$ cat config.mk
export PLATFORM = sky130hd
export DESIGN_NAME = video_top
export DESIGN_NICKNAME = d
export VERILOG_FILES = /design/src/hdl/video_pkg.sv /design/src/hdl/pic_if.sv /design/src/hdl/dram_phase.sv /design/src/hdl/video_fetch.sv /design/src/hdl/pixel_renderer.sv /design/src/hdl/video_top.sv
export SDC_FILE = /design/constraint.sdc
export NUM_CORES = 1
export LEC_CHECK = 0
export BUFFER_PORTS_ARGS = -buffer_cell sky130_fd_sc_hd__buf_2
export CORE_ASPECT_RATIO = 1.1
export CORE_MARGIN = 2
export CORE_UTILIZATION = 50
export CTS_CLUSTER_DIAMETER = 100
export CTS_CLUSTER_SIZE = 28
export DETAILED_ROUTE_END_ITERATION = 16
export GPL_ROUTABILITY_DRIVEN = 0
export PLACE_DENSITY_LB_ADDON = 0.2
export SLEW_MARGIN = 25
export SYNTH_ARGS = -nofsm -noshare
export SYNTH_HDL_FRONTEND = slang
export SYNTH_SLANG_ARGS = --single-unit
$ cat constraint.sdc
create_clock -name clk -period 5.26 [get_ports clk]
set_input_delay 1.052 -clock clk [delete_from_list [all_inputs] [get_ports clk]]
set_output_delay 1.052 -clock clk [all_outputs]
set_load 0.005 [all_outputs]
$ cat src/hdl/video_pkg.sv
`default_nettype none

package video_pkg;

	// dram video word
	localparam int data_w = 16;
	localparam int words_per_fetch = 4; // words per fetch cycle
	localparam int pic_bytes = 8; // two bytes per word

	// dram slot timing, in clk cycles
	localparam int slot_clocks = 4; // 28 MHz / 7 MHz
	localparam int slots_per_fetch = 16;

	// derived widths
	localparam int slot_w = $clog2(slot_clocks);
	localparam int sync_w = $clog2(slots_per_fetch);
	localparam int ptr_w = $clog2(words_per_fetch);
	localparam int pic_w = pic_bytes * 8; // pixels per fetch cycle
	localparam int bit_cnt_w = $clog2(pic_w);

	// which fetch window is open
	typedef enum logic [1:0] {
		kind_none = 2'd0,
		kind_gfx = 2'd1,
		kind_tile = 2'd2,
		kind_xs = 2'd3
	} fetch_kind_t;

endpackage

`default_nettype wire

$ cat src/hdl/pic_if.sv
`default_nettype none

interface pic_if;

	logic [video_pkg::pic_bytes-1:0][7:0] pic_bits; // byte 0 is shown first
	logic pic_load; // one clk, bits valid
	video_pkg::fetch_kind_t fetch_kind; // window open at fetch_sync
	logic pic_busy; // shifter still has pixels to send

	// fetcher fills, renderer drains
	modport fetch_side (
		output pic_bits,
		output pic_load,
		output fetch_kind,
		input pic_busy
	);

	modport render_side (
		input pic_bits,
		input pic_load,
		input fetch_kind,
		output pic_busy
	);

endinterface

`default_nettype wire

$ cat src/hdl/dram_phase.sv
`default_nettype none

module dram_phase (
	input logic clk,
	input logic reset,
	output logic cend, // last clk of a 7 MHz slot
	output logic pre_cend // one clk before cend
);

	logic [video_pkg::slot_w-1:0] slot_cnt;

	// free running slot counter
	always_ff @(posedge clk)
	begin
		if (reset)
			slot_cnt <= '0;
		else if (slot_cnt == video_pkg::slot_w'(video_pkg::slot_clocks - 1))
			slot_cnt <= '0;
		else
			slot_cnt <= slot_cnt + 1'b1;
	end

	// registered decode, so compare one count early
	always_ff @(posedge clk)
	begin
		if (reset)
		begin
			cend <= 1'b0;
			pre_cend <= 1'b0;
		end
		else
		begin
			cend <= (slot_cnt == video_pkg::slot_w'(video_pkg::slot_clocks - 2)); // high at 3
			pre_cend <= (slot_cnt == video_pkg::slot_w'(video_pkg::slot_clocks - 3)); // at 2
		end
	end

endmodule

`default_nettype wire

$ cat src/hdl/video_fetch.sv
`default_nettype none

module video_fetch (
	input logic clk,
	input logic reset,
	input logic cend, // dram slot strobes
	input logic pre_cend,
	input logic mode_tm, // tile mode
	input logic gfetch_start, // window pulses from raster logic
	input logic gfetch_end,
	input logic tfetch_start,
	input logic tfetch_end,
	input logic xsfetch_start,
	input logic xsfetch_end,
	input logic [video_pkg::data_w-1:0] video_data, // from arbiter
	input logic video_strobe,
	output logic video_go, // data wanted
	output logic video_gfx,
	output logic video_tile,
	output logic video_xs,
	pic_if.fetch_side pic
);

	logic [video_pkg::sync_w-1:0] fetch_sync_ctr; // slots within fetch cycle
	logic [video_pkg::ptr_w-1:0] fetch_ptr; // buffer fill pointer
	logic [video_pkg::data_w-1:0] fetch_data [video_pkg::words_per_fetch];
	logic fetch_ptr_clr;
	logic fetch_sync; // coincides with cend at count 1
	logic fetch_start; // pending counter restart
	logic sync_run; // counter idles until first start
	logic gfetch_go, tfetch_go, xsfetch_go;
	logic fetch_stop, window_rise;
	video_pkg::fetch_kind_t open_kind;

	assign gfetch_go = gfetch_start; // gfx always allowed
	assign tfetch_go = tfetch_start && mode_tm;
	assign xsfetch_go = xsfetch_start && mode_tm;
	assign fetch_stop = gfetch_end || tfetch_end || xsfetch_end; // any end closes all

	// a flag goes 0 -> 1 on this edge
	assign window_rise = !fetch_stop && ((gfetch_go && !video_gfx) ||
		(tfetch_go && !video_tile) || (xsfetch_go && !video_xs));

	assign video_go = video_gfx || video_tile || video_xs;

	// window flags, clear wins over set
	always_ff @(posedge clk)
	begin
		if (reset || fetch_stop)
		begin
			video_gfx <= 1'b0;
			video_tile <= 1'b0;
			video_xs <= 1'b0;
		end
		else
		begin
			if (gfetch_go)
				video_gfx <= 1'b1;
			if (tfetch_go)
				video_tile <= 1'b1;
			if (xsfetch_go)
				video_xs <= 1'b1;
		end
	end

	// restart request, held until the next cend
	always_ff @(posedge clk)
	begin
		if (reset)
			fetch_start <= 1'b0;
		else if (window_rise)
			fetch_start <= 1'b1;
		else if (cend)
			fetch_start <= 1'b0;
	end

	// keeps fetch_sync quiet between reset and the first start pulse
	always_ff @(posedge clk)
	begin
		if (reset)
			sync_run <= 1'b0;
		else if (gfetch_start || tfetch_start || xsfetch_start)
			sync_run <= 1'b1;
	end

	// one count per dram slot, 16 slots per fetch cycle
	always_ff @(posedge clk)
	begin
		if (reset)
			fetch_sync_ctr <= '0;
		else if (cend)
		begin
			if (fetch_start)
				fetch_sync_ctr <= '0;
			else if (sync_run)
				fetch_sync_ctr <= fetch_sync_ctr + 1'b1;
		end
	end

	// strobes decoded a clk ahead off pre_cend
	always_ff @(posedge clk)
	begin
		if (reset)
		begin
			fetch_sync <= 1'b0;
			fetch_ptr_clr <= 1'b0;
			pic.pic_load <= 1'b0;
		end
		else
		begin
			fetch_sync <= pre_cend && (fetch_sync_ctr == video_pkg::sync_w'(1));
			fetch_ptr_clr <= pre_cend && (fetch_sync_ctr == '0);
			pic.pic_load <= fetch_sync; // clk after sync
		end
	end

	always_ff @(posedge clk)
	begin
		if (reset || fetch_ptr_clr)
			fetch_ptr <= '0;
		else if (video_strobe)
			fetch_ptr <= fetch_ptr + 1'b1;
	end

	always_ff @(posedge clk)
	begin
		if (video_strobe)
			fetch_data[fetch_ptr] <= video_data;
	end

	// gfx ranks first when several windows overlap
	always_comb
	begin
		if (video_gfx)
			open_kind = video_pkg::kind_gfx;
		else if (video_tile)
			open_kind = video_pkg::kind_tile;
		else if (video_xs)
			open_kind = video_pkg::kind_xs;
		else
			open_kind = video_pkg::kind_none;
	end

	// high byte goes out first
	always_ff @(posedge clk)
	begin
		if (fetch_sync)
		begin
			for (int n = 0; n < video_pkg::words_per_fetch; n++)
			begin
				pic.pic_bits[2*n] <= fetch_data[n][video_pkg::data_w-1 -: 8];
				pic.pic_bits[2*n+1] <= fetch_data[n][7:0];
			end
			pic.fetch_kind <= open_kind; // loads even with no window
		end
	end

endmodule

`default_nettype wire

$ cat src/hdl/pixel_renderer.sv
`default_nettype none

module pixel_renderer (
	input logic clk,
	input logic reset,
	pic_if.render_side pic,
	output logic pixel, // 1 bpp serial out
	output logic pixel_valid,
	output video_pkg::fetch_kind_t kind // window of current run
);

	logic [video_pkg::pic_w-1:0] shreg; // msb is next pixel
	logic [video_pkg::bit_cnt_w-1:0] remain; // pixels left after current one
	logic busy;

	// byte 0 lands at the top, so its bit 7 leaves first
	always_ff @(posedge clk)
	begin
		if (pic.pic_load)
		begin
			for (int i = 0; i < video_pkg::pic_bytes; i++)
				shreg[video_pkg::pic_w-1-8*i -: 8] <= pic.pic_bits[i];
		end
		else if (busy)
		begin
			shreg <= {shreg[video_pkg::pic_w-2:0], 1'b0}; // one pixel per clk
		end
	end

	// run length and kind
	always_ff @(posedge clk)
	begin
		if (reset)
		begin
			busy <= 1'b0;
			remain <= '0;
			kind <= video_pkg::kind_none;
		end
		else if (pic.pic_load)
		begin
			// a load mid run drops the old pixels
			busy <= 1'b1;
			remain <= video_pkg::bit_cnt_w'(video_pkg::pic_w - 1);
			kind <= pic.fetch_kind;
		end
		else if (busy)
		begin
			if (remain == '0)
				busy <= 1'b0; // last pixel just went out
			else
				remain <= remain - 1'b1;
		end
	end

	assign pic.pic_busy = busy;
	assign pixel_valid = pic.pic_busy;
	assign pixel = shreg[video_pkg::pic_w-1];

endmodule

`default_nettype wire

$ cat src/hdl/video_top.sv
`default_nettype none

module video_top (
	input logic clk, // 28 MHz
	input logic reset,
	input logic mode_tm,
	input logic gfetch_start,
	input logic gfetch_end,
	input logic tfetch_start,
	input logic tfetch_end,
	input logic xsfetch_start,
	input logic xsfetch_end,
	input logic [video_pkg::data_w-1:0] video_data,
	input logic video_strobe,
	output logic video_go,
	output logic video_gfx,
	output logic video_tile,
	output logic video_xs,
	output logic pixel,
	output logic pixel_valid,
	output video_pkg::fetch_kind_t fetch_kind
);

	logic cend, pre_cend;

	pic_if pic_i ();

	dram_phase dram_phase_i (
		.clk (clk),
		.reset (reset),
		.cend (cend),
		.pre_cend (pre_cend)
	);

	video_fetch video_fetch_i (
		.clk (clk),
		.reset (reset),
		.cend (cend),
		.pre_cend (pre_cend),
		.mode_tm (mode_tm),
		.gfetch_start (gfetch_start),
		.gfetch_end (gfetch_end),
		.tfetch_start (tfetch_start),
		.tfetch_end (tfetch_end),
		.xsfetch_start (xsfetch_start),
		.xsfetch_end (xsfetch_end),
		.video_data (video_data),
		.video_strobe (video_strobe),
		.video_go (video_go),
		.video_gfx (video_gfx),
		.video_tile (video_tile),
		.video_xs (video_xs),
		.pic (pic_i.fetch_side)
	);

	pixel_renderer pixel_renderer_i (
		.clk (clk),
		.reset (reset),
		.pic (pic_i.render_side),
		.pixel (pixel),
		.pixel_valid (pixel_valid),
		.kind (fetch_kind)
	);

endmodule

`default_nettype wire

## Word-level counts from Yosys, hierarchy flattened

Memories as Yosys holds them, arrays and structs flattened. A register that Yosys moved wholly into a read port is not among the register bits.
Index checks and enable logic that the tools add are counted.
Widths: inputs -> output; s select.

- Add/subtract/negate cells: 4
- Multiply operators: 0
- Divide/modulo/power cells: 0
- Magnitude comparators: 0
- Eq/ne operators: 5
- Shift-type cells: 0
- Multiplexer cells: 16
- Bitwise logic cells: 0
- Reduce and logical (&&, ||, !) cells: 30

Operators with widths:

| operator | count |
|---|---|
| $mux 64 | 2 |
| $mux 6 | 3 |
| $logic_or 1x1->1 | 10 |
| $logic_and 1x1->1 | 8 |
| $mux 4 | 2 |
| $mux 1 | 7 |
| $logic_not 6->1 | 1 |
| $reduce_bool 2->1 | 3 |
| $sub 6x1->6 const B | 1 |
| $add 2x1->2 const B | 2 |
| $add 4x1->4 const B | 1 |
| $eq 2x2->1 const B | 2 |
| $eq 4x1->1 const B | 1 |
| $logic_not 1->1 | 4 |
| $logic_not 4->1 | 1 |
| $mux 2 | 2 |
| $reduce_and 2->1 | 2 |
| $eq 2x1->1 const B | 1 |
| $ne 2x2->1 const B | 1 |
| $reduce_or 2->1 | 1 |

- Register bits after elaboration: 93
- Bits in latches: 0
- RAM bits: 64
- Memory bits (read-only): 0
- Bits of input ports: 26
- Output and inout bits: 8
- Word-level logic and storage cells: 74
- Memories kept: 1

Memories:

| name | depth | bits a word | read ports | clocked after memory_dff | wr ports | RTL line | RTL |
|---|---|---|---|---|---|---|---|
| video_fetch_i.fetch_data | 4 | 16 | 4 | 4 | 1 | video_fetch.sv:26 | `logic [video_pkg::data_w-1:0] fetch_data [video_pkg::words_per_fetch];` |

## Logic depth before layout (Yosys ltp)

Gate-level depths: netlist of the first run.

- Word-level depth: 6
- Gate-level depth with buffers: 6
- Mapped depth without buffers: 5

## Modules after synthesis

From an unflattened synthesis of the first run, not the netlist that was laid out.

- Cell total of the unflattened synthesis: 407
- Area, all modules: 7886.3 µm²

By module, submodules not included:

| module | times used | cells each | area each (µm²) | sequential area each (µm²) |
|---|---|---|---|---|
| video_fetch | 1 | 207 | 4596.9 | 4184.0 |
| pixel_renderer | 1 | 187 | 3131.8 | 2102.0 |
| dram_phase | 1 | 13 | 157.7 | 80.1 |

## Worst setup path after synthesis of the first run

No wires, ideal clock.

- Path type: reg-to-reg
- From: reg video_fetch_i.fetch_sync
- To: reg video_fetch_i.pic.fetch_kind[0], enable pin
- Library setup time: 0.430 ns
- Data arrival time: 1.724 ns
- Required time: 4.830 ns
- Slack: 3.107 ns
- Stages on the path, launching flop included: 1
- Path buffers: 0
- Period minus slack after synthesis: 2.153 ns
- Cell sequence: dfxtp_1

RTL lines:

| item | RTL line | RTL |
|---|---|---|
| from (decl) | video_fetch.sv:28 | `logic fetch_sync;` |
| from (signal assigned) | video_fetch.sv:111 | `fetch_sync <= pre_cend && (fetch_sync_ctr == video_pkg::sync_w'(1));` |
| to (signal assigned) | video_fetch.sv:154 | `pic.fetch_kind <= open_kind;` |
| to (decl) | pic_if.sv:14 | `output fetch_kind,` |

No word-level cell between the ends.

## Worst setup path in the final report of the first run

- From: reg video_fetch_i.video_gfx
- To: out video_go

- Longest elaborated chain between the ends: 2

RTL lines:

| item | RTL line | RTL |
|---|---|---|
| from (decl) | video_fetch.sv:18 | `output logic video_gfx,` |
| from (signal assigned) | video_fetch.sv:51 | `video_gfx <= 1'b0;` |
| from (signal assigned) | video_fetch.sv:58 | `video_gfx <= 1'b1;` |
| $logic_or 1x1->1 (2 in a row) | video_fetch.sv:44 | `assign video_go = video_gfx \|\| video_tile \|\| video_xs;` |
| to (decl) | video_top.sv:15 | `output logic video_go,` |

No other way between the ends.

==> results of run 1 <==
## power by group through the flow
stage | registers, mW | clock network, mW | logic, mW
2_1_floorplan | 1.98 | 0 | 0.0312
3_3_place_gp | 1.98 | 0 | 0.0574
3_5_place_dp | 1.98 | 0 | 0.0599
6_report | 1.94 | 0.868 | 0.0579
5_1_grt | 1.95 | 0.961 | 0.0665
4_1_cts | 1.94 | 0.903 | 0.0601
## routing by layer
metal / wire, µm / vias up / global-route usage, % / share of wire (%)
li1: - / 1628 / - / -
met3: 390 / 14 / 2.31 / 3.5
met2: 5540 / 54 / 23.4 / 50
met1: 5020 / 1687 / 18.7 / 45
met5: 0 / - / 0 / 0
met4: 116 / 0 / 2.71 / 1.0
## cell usage in the layout, fill, tap and decap left out, types with 3 or more instances in the layout
| cell | instances |
|---|---|
| clkbuf_16 | 11 |
| inv_1 | 12 |
| and2_1 | 7 |
| ha_1 | 12 |
| edfxtp_1 | 194 |
| nor2_1 | 12 |
| nor3_1 | 7 |
| mux2_2 | 63 |
| a21oi_1 | 8 |
| buf_4 | 3 |
| nand2_1 | 4 |
| mux2i_1 | 4 |
| buf_2 | 33 |
| nor2b_1 | 5 |
| dfxtp_1 | 25 |
| o21ai_0 | 4 |
| a311oi_1 | 3 |
| nor4_1 | 4 |
| clkbuf_1 | 5 |
## cell usage after synthesis, types with 2 or more instances
library cell,number
edfxtp_1,194
or2_2,2
nor2b_1,5
nand4_1,2
o2111a_1,2
nand2_1,4
and2_1,7
a21oi_1,8
nor3_1,7
mux2i_1,4
nor2_1,12
ha_1,12
dfxtp_1,27
mux2_2,63
buf_2,7
nor4_1,4
nor4b_1,2
a311oi_1,3
clkbuf_1,5
o21ai_0,4
inv_1,12
## final cells by class
type                    count  area (µm²)  area share, %
inverters                  12        45.0          0.528
well taps                 200         250           2.93
flip-flops and latches    221        6370           74.6
clock buffers              16         294           3.44
multi-input cells         159        1390           16.2
clock inverters             1        5.00         0.0586
repair buffers             36         188           2.20
## path summary, 6_finish.rpt
| path | cells past startpoint | slack (ns) | end |
|---|---|---|---|
| min reg2reg | 1 | 0.41 | video_fetch_i.fetch_ptr[0] |
| min | 1 | 0.41 | video_fetch_i.fetch_ptr[0] |
| max | 2 | 2.89 | video_go |
| max reg2reg | 4 | 3.34 | pixel_renderer_i.remain[0] |
## cell families (layout without fill, tap and decap cells)
group | Yosys count | in the layout | share of synthesized area (%)
fa+ha+maj | 12 | 12 | 1.91
xor+xnor | 1 | 1 | 0.112
simple gates | 54 | 54 | 3.86
mux | 67 | 67 | 9.54
flops | 221 | 221 | 81.1
compound gates | 25 | 25 | 2.20
buf+inv | 25 | 65 | 1.32
## sequential cells by signal (all words and copies together) (netlist names), 2 cells and up
register                      cells
pixel_renderer_i.shreg           64
video_fetch_i.fetch_sync_ctr      4
video_fetch_i.pic.fetch_kind      2
pixel_renderer_i.remain           6
video_fetch_i.pic.pic_bits       64
video_fetch_i.fetch_data         64
video_fetch_i.fetch_ptr           2
pixel_renderer_i.kind             2
dram_phase_i.slot_cnt             2
## worst reg2reg max path: stages, from the launching register on
cell      delay [ns]
dfxtp_2         0.34
buf_4           0.73
inv_1           0.30
o2111a_1        0.23
nor4_1          0.23
## through the flow
step	cell area [µm²]	power [mW]	util (%)	hold WS [ns]	setup slack [ns]
floorplan	7850	2.01	-	0.397	3.11
global placement	8240	2.04	52.9	0.401	2.92
detailed placement	8240	2.04	53.0	0.405	2.89
CTS	8540	2.91	54.9	0.422	2.87
global route	8540	2.97	54.9	0.430	2.81
finish	8540	2.87	54.9	0.415	2.89
==> metrics.md, run 1 <==
| Metric | Value |
|---|---|
| DRC Markers | `0` |
| Req. time, crit path | `4.21 ns` |
| Core area | `15600 µm²` |
| CP Cell Sequence | `or3_1 -> buf_2` |
| Initial DRT Pass Iterations | `4` |
| Clk_lat worst skew | `0.45 ns` |
| Cells after DPL | `628` |
| Synthesis-to-finish area growth | `8.70%` |
| Post-CTS Resized | `0` |
| Synth warn | `0` |
| Mapped Cells | `405` |
| Fin. Hold Viols | `0` |
| Hold Path Class | `reg -> reg` |
| Cell taking the most area after synthesis | `edfxtp_1` |
| CP max stage cell | `or3_1` |
| Initial antenna violation count | `0` |
| Total CTS buffers | `11` |
| Layout Skew | `0.00707 ns` |
| Synthesized cell area | `7850 µm²` |
| Largest net degree at the start of global routing | `74` |
| Max-Cap Viols | `0` |
| Slowest stage delay, CP | `0.38 ns` |
| Avg Inst Size Synth | `19.4 µm²` |
| Minimum clock period | `2.37 ns` |
| Switching Fraction | `18.4%` |
| Beginning of the worst hold path | `video_fetch_i.fetch_ptr_clr` |
| CP startpoint | `video_fetch_i.video_gfx` |
| Share of cells above drive strength 1 | `25.8%` |
| Synth area leaders | `edfxtp_1 (74%), mux2_2 (9.0%), dfxtp_1 (6.9%), ha_1 (1.9%), inv_1 (0.57%)` |
| Post-route ant nets | `0` |
| Number of hold buffers added after cts | `0` |
| Syn Nets | `443` |
| Top delay family on crit path | `simple AND/OR/NAND/NOR gates` |
| Antenna cells | `0` |
| Port Buffer Count | `33` |
| Top cell type's share of synthesized area | `74.2%` |
| Fin Setup TNS | `0 ns` |
| Crit path kind | `reg -> out` |
| Final worst-path cycle share | `45.0%` |
| Sequential share of power | `67.7%` |
| Congestion Overflow GR | `0` |
| Netlist cell types | `40` |
| P_sw | `527 µW` |
| Reg2reg start | `video_fetch_i.pic.pic_load` |
| NumNets Final | `479` |
| Post-CTS Setup Bufs | `0` |
| Clock transition at path regs | `0.10 ns` |
| WL/cell | `17.2 µm` |
| Power per cell area | `336 nW/µm²` |
| Gate power share | `2.0%` |
| Internal | `2.34 mW` |
| GRT Total Usage | `13.7%` |
| Non-Filler Instances | `645` |
| Root Driver | `clkbuf_16` |
| CTS sink cnt | `221` |
| Leakage power | `2.79 nW` |
| Buf/Inv on CP | `1` |
| Ports | `34` |
| Via count | `3383` |
| DRT Wirelength | `11.1 mm` |
| DP HPWL | `6.64 mm` |
| Global-route wire length before repair | `17.7 mm` |
| Die Y | `135 µm` |
| Number of synthesized flops with an enable pin | `194` |
| Unrepaired setup endpoints after global routing | `no` |
| CTS tree | `done` |
| Clk buf depth | `3` |
| Slew Limit Fails | `0` |
| CP startpoint kind | `flop` |
| Vias per inst | `5.24` |
| Initial core utilization | `50.5%` |
| # setup viols final | `0` |
| Top_reg_cell synth | `edfxtp_1` |
| Sequential area share after synthesis | `81.1%` |
| Vias in the first global route | `3443` |
| Normalized max-slew margin | `36.3%` |
| DRT iter0 DRCs | `323` |
| Core Rows | `48` |
| Worst setup EP type | `output port` |
| Die area | `16700 µm²` |
| F_max | `0.422 GHz` |
| Synthesized flop and latch total | `221` |
| Die width | `123 µm` |
| Deepest level of the CTS H-tree | `1` |
| Worst-Margin Slew | `0.955 ns` |
| Maximum vdd drop | `0.203 mV` |
| CP max FO | `6` |
| CP arrival | `1.32 ns` |
| # fillers | `1182` |
| Clk pwr share | `30.3%` |
| Asr flop ratio synth | `0%` |
| Status | `completed` |
No activity file was read; power rests on OpenSTA's default activity.
==> run 2: changes to the inputs <==
- clock period: 5.26 -> 2.3 ns (I/O delays scaled with it)
==> run 2 against run 1 <==
  * First-iteration DRC count decreased by 26%
  * Non-clock buffer count increased by 5
  * Global-route usage increased by 0.38 points
  * Sequential power increased by 130%
  * Critical endpoint unchanged
  * Largest cell class unchanged
  * Largest power group unchanged
==> metrics.md, run 2 (synthesis results as in run 1) <==
| Metric | Value |
|---|---|
| DRC Markers | `0` |
| Vias in the first global route | `3526` |
| CP max FO | `6` |
| Crit path kind | `reg -> out` |
| Req. time, crit path | `1.84 ns` |
| Placed Instance Area | `8320 µm²` |
| Deepest level of the CTS H-tree | `1` |
| Die area | `16700 µm²` |
| Maximum vdd drop | `0.391 mV` |
| Post-CTS Resized | `0` |
| Port Buffer Count | `33` |
| Register-to-register setup slack | `0.59 ns` |
| Total CTS buffers | `11` |
| Post-CTS Setup Bufs | `0` |
| Cells after DPL | `633` |
| Largest net degree at the start of global routing | `74` |
| Hold WS | `0.222 ns` |
| Minimum clock period | `1.80 ns` |
| Power per cell area | `767 nW/µm²` |
| Hold Path Class | `in -> reg` |
| F_max | `0.554 GHz` |
| Buf/Inv on CP | `1` |
| Leakage power | `2.84 nW` |
| Clk buf depth | `3` |
| GRT Total Usage | `14.1%` |
| Regs by FF count | `pixel_renderer_i.shreg x64, video_fetch_i.fetch_data x64, video_fetch_i.pic.pic_bits x64` |
| Most common cell after layout, fill and taps aside | `edfxtp_1` |
| DRT Wirelength | `11.4 mm` |
| Status | `completed` |
| Synthesis-to-finish area growth | `9.89%` |
| Initial DRT Pass Iterations | `4` |
| Critical path depth in cells | `2` |
| Most frequent cells in the layout | `edfxtp_1 (194), mux2_2 (63), buf_2 (33)` |
| Slowest stage delay, CP | `0.39 ns` |
| Hold Path Depth | `1` |
| Worst setup EP type | `output port` |
| Number of hold buffers added after cts | `0` |
| Ports | `34` |
| CP max stage cell | `or3_1` |
| CTS sink cnt | `221` |
| Normalized max-slew margin | `60.3%` |
| CP startpoint | `video_fetch_i.video_gfx` |
| Clk_lat worst skew | `0.45 ns` |
| Clock transition at path regs | `0.10 ns` |
| Global-route wire length before repair | `18.2 mm` |
| Fin. Hold Viols | `0` |
| CTS tree | `done` |
| Root Driver | `clkbuf_16` |
| Beginning of the worst hold path | `video_data[2]` |
| Via count | `3449` |
| Congestion Overflow GR | `0` |
| Max-Cap Viols | `0` |
| FF/Latch Area | `6370 µm²` |
| Reg2reg start | `pixel_renderer_i.remain[0]` |
| Core area | `15600 µm²` |
| Post-route ant nets | `0` |
| DP HPWL | `6.72 mm` |
| Antenna cells | `0` |
| FF-to-FF path depth | `5` |
| Layout Skew | `0.00820 ns` |
| Non-Filler Instances | `650` |
| # setup viols final | `0` |
| Core Rows | `48` |
| Vias per inst | `5.31` |
| WL/cell | `17.6 µm` |
| Final worst-path cycle share | `78.5%` |
| Worst-Margin Slew | `0.596 ns` |
| Die Y | `135 µm` |
| Slew Limit Fails | `0` |
| CP arrival | `1.34 ns` |
| NumNets Final | `484` |
| Share of cells above drive strength 1 | `26.7%` |
| Initial antenna violation count | `0` |
| Fin Setup TNS | `0 ns` |
| Post-Layout Inst Area | `8630 µm²` |
| Top delay family on crit path | `simple AND/OR/NAND/NOR gates` |
| Overall Power | `6.62 mW` |
| Initial core utilization | `50.5%` |
| CP startpoint kind | `flop` |
| Unrepaired setup endpoints after global routing | `no` |
| Die width | `123 µm` |
| CP Cell Sequence | `or3_1 -> buf_2` |
| DRT iter0 DRCs | `240` |
| Multi-input logic area | `1380 µm²` |
| # fillers | `1165` |
[run 2: cell count changes in the layout (fill, tap and decap cells not counted), sizes merged]
cell and change:
buf +5, clkbuf +1, clkinvlp -1
[run 2: layout make-up]
cell class / instances / area share (%)
Inverter: 12 / 0.522
Clock buffer: 17 / 3.57
Sequential cell: 221 / 73.8
Tap cell: 200 / 2.90
Multi-Input combinational cell: 159 / 16.0
Timing Repair Buffer: 41 / 3.19
[run 2: metrics by stage]
stage               utilization, %  setup slack, ns
floorplan                        -            0.147
global placement              53.5            0.721
detailed placement            53.5            0.640
CTS                           55.5            0.481
global route                  55.5            0.453
finish                        55.5            0.496
[run 2: worst paths after layout]
kind,endpoint
max,video_go
min,video_fetch_i.fetch_data[2][2]
max reg2reg,pixel_renderer_i.remain[1]
min reg2reg,video_fetch_i.pic.pic_bits[20]
[run 2: worst reg2reg max path: cells and delay by family, from the launching register on]
family / cells / cell delay, ns
AOI/OAI and AO/OA: 2 / 0.52
adders and majority gates: 1 / 0.16
buffers and inverters: 1 / 0.11
DFF: 1 / 0.37
and+or+nand+nor: 1 / 0.46
[run 2: routing by layer]
metal	vias to the layer above	track usage, %	routed length, µm
met5	-	0	0
met4	0	2.53	113
met3	10	2.69	455
met2	58	24.0	5750
met1	1754	19.1	5110
li1	1627	-	-
[run 2: where the power goes]
group          leakage (nW)  switching (mW)  internal (mW)
sequential             1.98          0.0307           4.41
clock                 0.149            1.10          0.933
combinational         0.715          0.0916         0.0523
total                  2.84            1.22           5.40
